### src/core_pkg.sv
package core_pkg;

    ////////////////////
    // Widths and words
    ////////////////////

    // Datapath width, RV32
    localparam int unsigned xlen = 32;

    // Operands, results, immediates
    typedef logic [xlen-1:0] data_t;

    // Raw instruction word
    typedef logic [31:0] inst_t;

    // Architectural register index, wide enough for RV32I
    typedef logic [4:0] reg_idx_t;

    // Instruction fields
    typedef logic [2:0] funct3_t;
    typedef logic [6:0] funct7_t;

    ////////////////////
    // Encodings
    ////////////////////

    // Major opcodes kept by this core, anything else is illegal
    typedef enum logic [6:0] {
        op_imm = 7'b0010011,
        op_reg = 7'b0110011,
        op_lui = 7'b0110111
    } opcode_e;

    // ALU functions
    typedef enum logic [3:0] {
        alu_add,
        alu_sub,
        alu_sll,
        alu_slt,
        alu_sltu,
        alu_xor,
        alu_srl,
        alu_sra,
        alu_or,
        alu_and,
        alu_pass_b    // operand B straight through, for LUI
    } alu_func_e;

endpackage

### src/core_if.sv
`timescale 1ns/10ps

// Decode to execute, one decoded instruction
interface dec_exe_if;
    logic                  valid;
    logic                  illegal;
    core_pkg::alu_func_e   func;
    core_pkg::reg_idx_t    rs1;
    core_pkg::reg_idx_t    rs2;
    logic                  use_imm;
    core_pkg::data_t       imm;
    logic                  write_rd;    // Already false for x0 and illegal words
    core_pkg::reg_idx_t    rd;

    modport producer (output valid, illegal, func, rs1, rs2, use_imm, imm, write_rd, rd);
    modport consumer (input valid, illegal, func, rs1, rs2, use_imm, imm, write_rd, rd);
endinterface

// Execute to result, one executed instruction
interface exe_res_if;
    logic                  valid;
    logic                  illegal;
    logic                  write_rd;
    core_pkg::reg_idx_t    rd;
    core_pkg::data_t       value;

    modport producer (output valid, illegal, write_rd, rd, value);
    modport consumer (input valid, illegal, write_rd, rd, value);
endinterface

// Two combinational register file read ports
interface reg_read_if;
    core_pkg::reg_idx_t    rs1;
    core_pkg::reg_idx_t    rs2;
    core_pkg::data_t       rs1_data;
    core_pkg::data_t       rs2_data;

    modport requester (output rs1, rs2, input rs1_data, rs2_data);
    modport provider (input rs1, rs2, output rs1_data, rs2_data);
endinterface

### src/inst_decode.sv
`timescale 1ns/10ps

module inst_decode #(
    parameter int num_regs = 32
) (
    input  logic                clock,
    input  logic                rst_n,
    input  logic                inst_valid,
    input  core_pkg::inst_t     inst,
    dec_exe_if.producer         dec
);

    // Field split
    logic [6:0]              opcode;
    core_pkg::funct3_t       funct3;
    core_pkg::funct7_t       funct7;
    core_pkg::reg_idx_t      rs1;
    core_pkg::reg_idx_t      rs2;
    core_pkg::reg_idx_t      rd;

    // Decoded controls
    core_pkg::alu_func_e     func;
    logic                    use_imm;
    core_pkg::data_t         imm;
    logic                    uses_rs1;
    logic                    uses_rs2;
    logic                    known_op;
    logic                    bad_funct7;
    logic                    bad_index;
    logic                    illegal;

    assign opcode = inst[6:0];
    assign rd     = inst[11:7];
    assign funct3 = inst[14:12];
    assign rs1    = inst[19:15];
    assign rs2    = inst[24:20];
    assign funct7 = inst[31:25];

    // funct3 to ALU function, alt picks SUB / SRA
    function automatic core_pkg::alu_func_e base_func(core_pkg::funct3_t f3, logic alt);
        core_pkg::alu_func_e f;
        case (f3)
            3'b000:  f = alt ? core_pkg::alu_sub : core_pkg::alu_add;
            3'b001:  f = core_pkg::alu_sll;
            3'b010:  f = core_pkg::alu_slt;
            3'b011:  f = core_pkg::alu_sltu;
            3'b100:  f = core_pkg::alu_xor;
            3'b101:  f = alt ? core_pkg::alu_sra : core_pkg::alu_srl;
            3'b110:  f = core_pkg::alu_or;
            default: f = core_pkg::alu_and;
        endcase
        return f;
    endfunction

    ////////////////////
    // Decode
    ////////////////////

    always_comb begin
        func       = core_pkg::alu_add;
        use_imm    = 1'b0;
        imm        = '0;
        uses_rs1   = 1'b0;
        uses_rs2   = 1'b0;
        known_op   = 1'b1;
        bad_funct7 = 1'b0;
        case (opcode)
            core_pkg::op_reg: begin
                uses_rs1 = 1'b1;
                uses_rs2 = 1'b1;
                func     = base_func(funct3, funct7[5]);
                // Alternate encoding only on ADD/SUB and SRL/SRA
                if (funct7 == 7'b0100000) begin
                    bad_funct7 = (funct3 != 3'b000) && (funct3 != 3'b101);
                end else begin
                    bad_funct7 = (funct7 != 7'b0000000);
                end
            end
            core_pkg::op_imm: begin
                uses_rs1 = 1'b1;
                use_imm  = 1'b1;
                imm      = {{20{inst[31]}}, inst[31:20]};
                // No SUBI, alt bit only counts for shifts right
                func     = base_func(funct3, (funct3 == 3'b101) && funct7[5]);
                if (funct3 == 3'b001) begin
                    bad_funct7 = (funct7 != 7'b0000000);
                end else if (funct3 == 3'b101) begin
                    bad_funct7 = (funct7 != 7'b0000000) && (funct7 != 7'b0100000);
                end
            end
            core_pkg::op_lui: begin
                use_imm = 1'b1;
                imm     = {inst[31:12], 12'b0};
                func    = core_pkg::alu_pass_b;
            end
            default: known_op = 1'b0;
        endcase
    end

    // Index range check, matters for the 16 register variant
    assign bad_index = (uses_rs1 && (rs1 >= num_regs))
                     || (uses_rs2 && (rs2 >= num_regs))
                     || (rd >= num_regs);

    assign illegal = !known_op || bad_funct7 || bad_index;

    ////////////////////
    // Output register
    ////////////////////

    always_ff @(posedge clock) begin
        if (!rst_n) begin
            dec.valid <= 1'b0;
        end else begin
            dec.valid <= inst_valid;
        end
    end

    always_ff @(posedge clock) begin
        dec.illegal  <= illegal;
        dec.func     <= func;
        dec.rs1      <= rs1;
        dec.rs2      <= rs2;
        dec.use_imm  <= use_imm;
        dec.imm      <= imm;
        dec.rd       <= rd;
        // No write for x0 or illegal words
        dec.write_rd <= !illegal && (rd != '0);
    end

endmodule

### src/alu_execute.sv
`timescale 1ns/10ps

module alu_execute (
    input  logic            clock,
    input  logic            rst_n,
    dec_exe_if.consumer     dec,
    reg_read_if.requester   rd_port,
    exe_res_if.producer     res
);

    logic                   fwd_ok;
    core_pkg::data_t        src_a;
    core_pkg::data_t        src_b;
    core_pkg::data_t        op_b;
    logic [4:0]             shamt;
    core_pkg::data_t        result;

    // Register file lookup
    assign rd_port.rs1 = dec.rs1;
    assign rd_port.rs2 = dec.rs2;

    ////////////////////
    // Operand bypass
    ////////////////////

    // Instruction one ahead still sits in the output register
    assign fwd_ok = res.valid && res.write_rd;
    assign src_a  = (fwd_ok && (res.rd == dec.rs1)) ? res.value : rd_port.rs1_data;
    assign src_b  = (fwd_ok && (res.rd == dec.rs2)) ? res.value : rd_port.rs2_data;

    assign op_b  = dec.use_imm ? dec.imm : src_b;
    assign shamt = op_b[4:0];

    ////////////////////
    // ALU
    ////////////////////

    always_comb begin
        case (dec.func)
            core_pkg::alu_add:    result = src_a + op_b;
            core_pkg::alu_sub:    result = src_a - op_b;
            core_pkg::alu_sll:    result = src_a << shamt;
            core_pkg::alu_slt:    result = {31'b0, $signed(src_a) < $signed(op_b)};
            core_pkg::alu_sltu:   result = {31'b0, src_a < op_b};
            core_pkg::alu_xor:    result = src_a ^ op_b;
            core_pkg::alu_srl:    result = src_a >> shamt;
            core_pkg::alu_sra:    result = $signed(src_a) >>> shamt;
            core_pkg::alu_or:     result = src_a | op_b;
            core_pkg::alu_and:    result = src_a & op_b;
            core_pkg::alu_pass_b: result = op_b;
            default:              result = '0;
        endcase
    end

    // Result register
    always_ff @(posedge clock) begin
        if (!rst_n) begin
            res.valid <= 1'b0;
        end else begin
            res.valid <= dec.valid;
        end
    end

    always_ff @(posedge clock) begin
        res.illegal  <= dec.illegal;
        res.write_rd <= dec.write_rd;
        res.rd       <= dec.rd;
        res.value    <= result;
    end

endmodule

### src/result_regfile.sv
`timescale 1ns/10ps

module result_regfile #(
    parameter int num_regs = 32
) (
    input  logic                  clock,
    input  logic                  rst_n,
    reg_read_if.provider          rd_port,
    exe_res_if.consumer           res,
    output logic                  commit_valid,
    output logic                  commit_illegal,
    output logic                  commit_write,
    output core_pkg::reg_idx_t    commit_rd,
    output core_pkg::data_t       commit_value
);

    // Array index width, 4 bits for RV32E
    localparam int idx_w = $clog2(num_regs);

    core_pkg::data_t    regs [num_regs];
    logic               wr_en;

    ////////////////////
    // Read ports
    ////////////////////

    // x0 never written, forced to zero here
    assign rd_port.rs1_data = (rd_port.rs1 == '0) ? '0 : regs[rd_port.rs1[idx_w-1:0]];
    assign rd_port.rs2_data = (rd_port.rs2 == '0) ? '0 : regs[rd_port.rs2[idx_w-1:0]];

    ////////////////////
    // Write port
    ////////////////////

    assign wr_en = res.valid && res.write_rd;

    always_ff @(posedge clock) begin
        if (wr_en) begin
            regs[res.rd[idx_w-1:0]] <= res.value;
        end
    end

    // Commit report, same edge as the write
    always_ff @(posedge clock) begin
        if (!rst_n) begin
            commit_valid   <= 1'b0;
            commit_illegal <= 1'b0;
            commit_write   <= 1'b0;
        end else begin
            commit_valid   <= res.valid;
            commit_illegal <= res.valid && res.illegal;
            commit_write   <= wr_en;
        end
    end

    always_ff @(posedge clock) begin
        commit_rd    <= res.rd;
        commit_value <= res.value;
    end

endmodule

### src/core_top.sv
`timescale 1ns/10ps

module core_top #(
    parameter int num_regs = 32    // 16 gives RV32E
) (
    input  logic                  clock,
    input  logic                  rst_n,
    input  logic                  inst_valid,
    input  core_pkg::inst_t       inst,
    output logic                  commit_valid,
    output logic                  commit_illegal,
    output logic                  commit_write,
    output core_pkg::reg_idx_t    commit_rd,
    output core_pkg::data_t       commit_value
);

    // Stage links
    dec_exe_if   dec_exe ();
    exe_res_if   exe_res ();
    reg_read_if  reg_read ();

    // Decode
    inst_decode #(
        .num_regs (num_regs)
    ) u_decode (
        .clock      (clock),
        .rst_n      (rst_n),
        .inst_valid (inst_valid),
        .inst       (inst),
        .dec        (dec_exe.producer)
    );

    // Execute with bypass
    alu_execute u_execute (
        .clock   (clock),
        .rst_n   (rst_n),
        .dec     (dec_exe.consumer),
        .rd_port (reg_read.requester),
        .res     (exe_res.producer)
    );

    // Register file and commit
    result_regfile #(
        .num_regs (num_regs)
    ) u_result (
        .clock          (clock),
        .rst_n          (rst_n),
        .rd_port        (reg_read.provider),
        .res            (exe_res.consumer),
        .commit_valid   (commit_valid),
        .commit_illegal (commit_illegal),
        .commit_write   (commit_write),
        .commit_rd      (commit_rd),
        .commit_value   (commit_value)
    );

endmodule

### config.mk
export PLATFORM = sky130hd
export DESIGN_NAME = core_top
export DESIGN_NICKNAME = d
export VERILOG_FILES = /design/src/core_pkg.sv /design/src/core_if.sv /design/src/inst_decode.sv /design/src/alu_execute.sv /design/src/result_regfile.sv /design/src/core_top.sv
export SDC_FILE = /design/constraint.sdc
export NUM_CORES = 2
export LEC_CHECK = 0
export ABC_AREA = 1
export BUFFER_PORTS_ARGS = -buffer_cell sky130_fd_sc_hd__buf_2
export CELL_PAD_IN_SITES_DETAIL_PLACEMENT = 1
export CELL_PAD_IN_SITES_GLOBAL_PLACEMENT = 1
export CORE_MARGIN = 2
export CORE_UTILIZATION = 50
export CTS_CLUSTER_SIZE = 20
export DETAILED_ROUTE_END_ITERATION = 12
export PLACE_DENSITY_LB_ADDON = 0.05
export SYNTH_ARGS = -nofsm -noshare
export SYNTH_HDL_FRONTEND = slang
export SYNTH_HIERARCHICAL = 1
export SYNTH_SLANG_ARGS = --single-unit
### constraint.sdc
create_clock -name clock -period 10.8 [get_ports clock]
set_input_delay 1.62 -clock clock [delete_from_list [all_inputs] [get_ports clock]]
set_output_delay 1.62 -clock clock [all_outputs]
set_load 0.005 [all_outputs]
* Word-level counts from Yosys, hierarchy flattened
Memory sizes are Yosys's and may differ from the RTL's. A register that Yosys moved wholly into a read port is not among the register bits. Cells that the tools add are included.
Storage, ports and cells: register bits 135, latch bits 0, bits in writable memories 1024, memory bits (read-only) 0, bits of input ports 35, output and inout port bits 40, word-level logic and storage cells 96, memories kept 1
Memories:
- u_result.regs | words 32, bits a word 32, rd ports 2, clocked after memory_dff 2, write ports 1, RTL line result_regfile.sv:20 | core_pkg::data_t regs [num_regs];
Operators by class: $add $sub $neg 2, $mul 0, divide/modulo/power cells 0, order comparisons 2, equal/unequal tests 24, shift-type cells 3, mux-type cells 22, bitwise operators 3, reductions and logical operators 20
Operators by type and width (number):
- 32-bit case mux with 11 select lines | 1
- 32-bit two-way mux | 5
- 32-bit < comparator | 2
- 32-bit case mux with 2 select lines | 1
- 4-bit case mux with 7 select lines | 2
- 32-bit adder | 1
- 32-bit bitwise AND | 1
- 32-bit OR | 1
- 32-bit by 5-bit << shifter with 32-bit output | 1
- 32-bit by 5-bit right shift with 32-bit output | 1
- 32-bit by 5-bit >>> shifter with 32-bit output | 1
- 32-bit subtractor | 1
- 32-bit bitwise XOR | 1
- 7-bit by 6-bit equality test with 1-bit output, second input constant | 3
- 4-bit by 3-bit equality test with 1-bit output, second input constant | 4
- 4-bit equality test, second input constant | 3
- 4-bit case mux with 3 select lines | 1
- 1-bit two-way mux | 11
- 5-bit equality test | 2
- 5-bit zero test | 2
- 3-bit equality test, second input constant | 3
- 4-bit by 2-bit equality test with 1-bit output, second input constant | 2
- 1-bit logical AND | 8
- 7-bit by 5-bit equality test with 1-bit output, second input constant | 1
- 15 further kinds | 17

* Depth between registers and ports, before layout
depth after elaboration 8, gate-level depth with buffers 36, mapped depth without buffers 30

* By module
The synthesis kept the hierarchy.
Modules (own cells, without submodules):
- result_regfile | instances 1, cells each 6018, area each 52819.4 µm², seq. area each 31550.3 µm²
- alu_execute | instances 1, cells each 2245, area each 11936.4 µm², seq. area each 800.8 µm²
- inst_decode | instances 1, cells each 171, area each 1704.1 µm², seq. area each 1101.1 µm²

* Worst setup path after synthesis
Ideal clock, no wire load.
path kind reg-to-reg, from register u_decode.dec.rs2[0], to register u_execute.res.value[22], arrival 3908 ps, data required time 10685 ps, setup slack 6777 ps, cell stages (with the launch flop) 37, path buffers 6, period minus slack after synthesis 4023 ps, cells stage by stage dfxtp_1 > buf_4 > buf_4 > inv_4 > buf_2 > buf_4 > nand2_1 > nand3_1 > nand3_1 > nand2_1 > nand2_1 > nand3_1 > nand2_1 > nor2_1 > nand2_1 > o21ai_1 > nand2_1 > o21ai_4 > inv_2 > clkbuf_1 > ha_1 > clkbuf_1 > inv_2 > nand2_1 > o21ai_1 > nand2_1 > nand2_1 > a21oi_1 > o21ai_1 > nand2_1 > nand2_1 > a21oi_1 > or2_1 > nand3_1 > nand2_1 > nor2_1 > nand2_1
On the way: longest elaborated chain between the ends 6, elaborated cells on any way between the ends 15, classes of those cells add/sub: 2; eq/ne: 1; shift: 3; mux: 4; bitwise: 3; reduce/logical: 2
Ends and longest elaborated chain:
- start, declared | RTL line core_if.sv:15 | modport producer (output valid, illegal, func, rs1, rs2, use_imm, imm, write_rd, rd);
- 5-bit zero test (*) | RTL line result_regfile.sv:29 | assign rd_port.rs2_data = (rd_port.rs2 == '0) ? '0 : regs[rd_port.rs2[idx_w-1:0]];
- 32-bit two-way mux (*) | RTL line result_regfile.sv:29
- net reg_read.rs2_data[4] | RTL line core_if.sv:36 | core_pkg::data_t rs2_data;
- 32-bit two-way mux (*) | RTL line alu_execute.sv:29 | assign src_b = (fwd_ok && (res.rd == dec.rs2)) ? res.value : rd_port.rs2_data;
- 32-bit two-way mux (*) | RTL line alu_execute.sv:31 | assign op_b = dec.use_imm ? dec.imm : src_b;
- 32-bit subtractor, or another cell as far along | RTL line alu_execute.sv:41 | core_pkg::alu_sub: result = src_a - op_b;
- 32-bit case mux with 11 select lines (*) | RTL line alu_execute.sv:39 | case (dec.func)
- net u_execute.result[22] | RTL line alu_execute.sv:16 | core_pkg::data_t result;
- end signal, assigned | RTL line alu_execute.sv:68 | res.value <= result;
- end, declared | RTL line core_if.sv:27 | modport producer (output valid, illegal, write_rd, rd, value);
The timed path passes the listed nets; every way through them passes the cells marked *. A chain may end at the register's enable or synchronous reset.

* Worst setup path in the final report
Ends and elaborated chain as after synthesis.

==> out/qor.json <==
{
  "setup_path": {
    "critical_path_arrival_ns": 7.80,
    "total_stage_count_of_the_critical_path": 31,
    "setup.worst_path.end_class": "flip-flop",
    "critical-path-top-cell-by-count": "nand2_1",
    "cp_max_fo": 158,
    "crit_required_ns": 11.49,
    "timing.setup.critical_path_class": "flip-flop to flip-flop",
    "cpLargestDelayFamily": "simple AND/OR/NAND/NOR gates",
    "r2r.worst_path.cells": 31,
    "rrSetupSlack_ns": 3.68,
    "worstSetupStartpointType": "flip-flop",
    "cp_num_buf_inv": 5,
    "timing.rr.start": "u_decode/dec.rs2[0]",
    "r2r_path_end": "u_execute/res.value[22]",
    "worst_path_max_delay_cell": "dfxtp_4",
    "cpPeakStageDelay_ns": 0.76
  },
  "floorplanning": {
    "num_io_pins": 75,
    "start_util_pct": 50.5,
    "die-area_sq_um": 136000,
    "core_region_area_sq_um": 132000,
    "fp.dieH_um": 369,
    "dieWidth_um": 369,
    "placement_rows": 133
  },
  "logic_synthesis": {
    "synth.ff_latch_count": 1159,
    "synth_adder_area_share_pct": 1.92,
    "synth_compound_gate_area_share_pct": 9.23,
    "post_synth.cell_area_avg_sq_um": 7.88,
    "synth_xor_area_share_pct": 0.119,
    "number_of_nets_produced_by_synthesis": 8570,
    "number_of_flops_mapped_to_enable_cells_by_yosys": 1024,
    "combinational_family_with_the_most_area_after_synthesis": "simple AND/OR/NAND/NOR gates",
    "post_synth_and_or_nand_nor_area_fraction_pct": 31.5,
    "multiplexer_share_of_the_synthesized_area_pct": 0,
    "ys_seq_area_share_pct": 50.3,
    "asyncSetResetFlopFracSynth_pct": 0,
    "synth_flop_cell": "edfxtp_1",
    "synth-warning-count": 6,
    "synth.lib_cells_used.distinct": 57,
    "synth_cells": 8434,
    "syn-cell-area_sq_um": 66500
  },
  "clock_network": {
    "clock_tree.root_cell": "clkbuf_16",
    "clk_pin_slew_worst_paths_ns": 0.06,
    "postCtsSetupRepairBufs": 0,
    "tritoncts_num_sinks": 1159,
    "cts.path.max_buffers": 3,
    "hold_buffers": 0,
    "post_cts.resized_instances": 0,
    "tritoncts.num_buffers": 132,
    "cts-htree-levels": 4,
    "clkLatencyLatePin_ns": 0.83,
    "tritoncts": "yes"
  },
  "placement": {
    "area_post_placement_sq_um": 67600,
    "buffer_ports.inserted": 74,
    "place_inst": 9840,
    "detailed_placement_hpwl_um": 182000,
    "gpl.final_weighted_congestion": 1.01
  },
  "timing": {
    "fin_worst_hold_slack_ns": 0.326,
    "finalSetupViolations": 0,
    "fmax_ghz": 0.141,
    "tightest_slew_ns": 1.41,
    "fin_setup_tns_ns": 0,
    "timing.max_slew.rel_slack_pct": 5.53,
    "min_period_over_period_pct": 65.9,
    "final_critical_delay_including_setup_and_external_delays_ns": 7.12,
    "timing.final.hold_violations": 0,
    "final_max_slew_viol_count": 0,
    "final.setup_skew_ns": 0.0464,
    "rsz0062_at_grt": "false"
  },
  "grt": {
    "global_route_wire_length_before_repair_um": 433000,
    "grt.total_usage_pct": 43.2,
    "first_global_vias": 65400,
    "antenna_found_initial": 12,
    "pin_count_of_the_biggest_net_entering_global_routing": 191,
    "grt.overflow.total": 0
  },
  "min_path": {
    "holdPathEnd": "u_execute/res.rd[2]",
    "min-delay-start": "u_decode/dec.rd[2]",
    "worst_hold_path_cell_count": 0,
    "hp-class": "flip-flop to flip-flop"
  },
  "outcome": {
    "status": "finished, final reports clean"
  },
  "cells_and_area": {
    "most_frequent_standard_cell_in_the_layout_excluding_fill_and_tap_cells": "nand2_1",
    "stdcell_count": 10100,
    "flow.area_growth_from_synthesis_pct": 8.42,
    "nets": 8355,
    "layout.cells.most_common_list": "2714 x nand2_1, 1243 x nand3_1, 1024 x edfxtp_1, 949 x nor2_1, 469 x o21ai_0",
    "seqCellArea_sq_um": 33500,
    "multiInputGateArea_sq_um": 28700,
    "post_route_cell_area_sq_um": 72100,
    "final_layout_size_suffix_gt1_share_pct": 6.87,
    "num-fill-cells": 16000
  },
  "route": {
    "wire_length_per_cell_um": 29.8,
    "dr.first_iter.drc_count": 8464,
    "route.vias.total": 65100,
    "detail_route.drc_violations": 0,
    "drt_pass1_iterations": 6,
    "finalWirelength_um": 300000,
    "detail_route.vias_per_cell": 6.45,
    "ant_nets": 0
  },
  "pwr": {
    "power.density_nw_per_um2": 185,
    "ir_drop_v": 0.000188,
    "cellLeakagePower_uw": 0.0297,
    "total_power_uw": 13300
  },
  "flow_run": {
    "max_cap_check_violation_count": 0
  }
}
[where the power goes]
part	total, uW	internal [uW]	switching [uW]	leakage (uW)
Sequential	5740	5490	248	0.0103
Clock	4690	2650	2030	0.00217
Combinational	2890	664	2220	0.0173
Total	13300	8810	4510	0.0297
[worst reg2reg max path: cells and delay by family, from the launching register on]
kind	cells	cell delay (ns)
adder cells (fa/ha/maj)	1	0.32
buffers and inverters	5	2.52
flip-flops	1	0.76
AND/OR/NAND/NOR	20	2.66
AO/OA/AOI/OAI	5	0.79
[flip-flops by register name, indices dropped and copies added (netlist names), 5 cells and up]
name	count
u_decode/dec.imm	32
u_decode/dec.rd	5
u_decode/dec.rs1	5
u_decode/dec.rs2	5
u_execute/res.rd	5
u_execute/res.value	32
u_result/commit_rd	5
u_result/commit_value	32
u_result/regs	1024
[worst max path at each step]
stage	slack (ns)	end	start
after floorplan	6.78	u_execute/res.value[22]	u_decode/dec.rs2[0]
after global placement	3.88	u_execute/res.value[27]	u_decode/dec.rs1[1]
after detailed placement	4.20	u_execute/res.value[29]	u_decode/dec.rs1[1]
after CTS	4.16	u_execute/res.value[29]	u_decode/dec.rs1[1]
after global routing	3.40	u_execute/res.value[22]	u_decode/dec.rs2[0]
final	3.68	u_execute/res.value[22]	u_decode/dec.rs2[0]
[Yosys cell counts (all sizes together) (9+ instances only)]
master	count	share of area (%)
nand2	2734	16
nand3	1257	9.6
edfxtp	1024	46
nor2	998	5.7
o21ai	624	4.9
inv	434	2.5
buf	384	3.4
a21oi	322	2.4
clkbuf	169	0.95
dfxtp	135	4.1
ha	99	1.9
o211ai	65	0.75
o21a	34	0.42
nor3	20	0.17
nand4	19	0.18
o22ai	17	0.16
and3	13	0.12
a31oi	12	0.11
a221oi	9	0.12
or2	9	0.085
xor2	9	0.12
[layer usage]
layer / track usage (%) / routed length, um
met5: 1.25 / 296
met4: 22.9 / 17800
met3: 10.3 / 33000
met2: 66.8 / 133000
met1: 56.2 / 116000
[cell type report]
| type | count | share of cell area, % |
|---|---|---|
| clock buffer | 160 | 4.84 |
| timing repair buffer | 204 | 2.09 |
| antenna | 2 | 0.00695 |
| sequential | 1159 | 46.5 |
| clock inverter | 80 | 1.33 |
| multi-input combinational | 6285 | 39.8 |
| inverter | 437 | 2.35 |
| tap | 1755 | 3.05 |
[per-stage QoR]
step	worst slack, ns	utilization [%]
2_1_floorplan	6.78	-
3_3_place_gp	3.88	51.3
3_5_place_dp	4.20	51.4
4_1_cts	4.16	54.7
5_1_grt	3.40	54.7
6_report	3.68	54.7
[kinds of logic (layout without fill, tap and decap cells)]
logic type / after synthesis / after routing
AO/OA/AOI/OAI: 1112 / 1112
buffers and inverters: 990 / 881
flip-flops: 1159 / 1159
adder cells (fa/ha/maj): 101 / 101
AND/OR/NAND/NOR: 5063 / 5063
other: 0 / 2
XOR/XNOR: 9 / 9
Note: power is estimated with default switching activity, not from simulation.
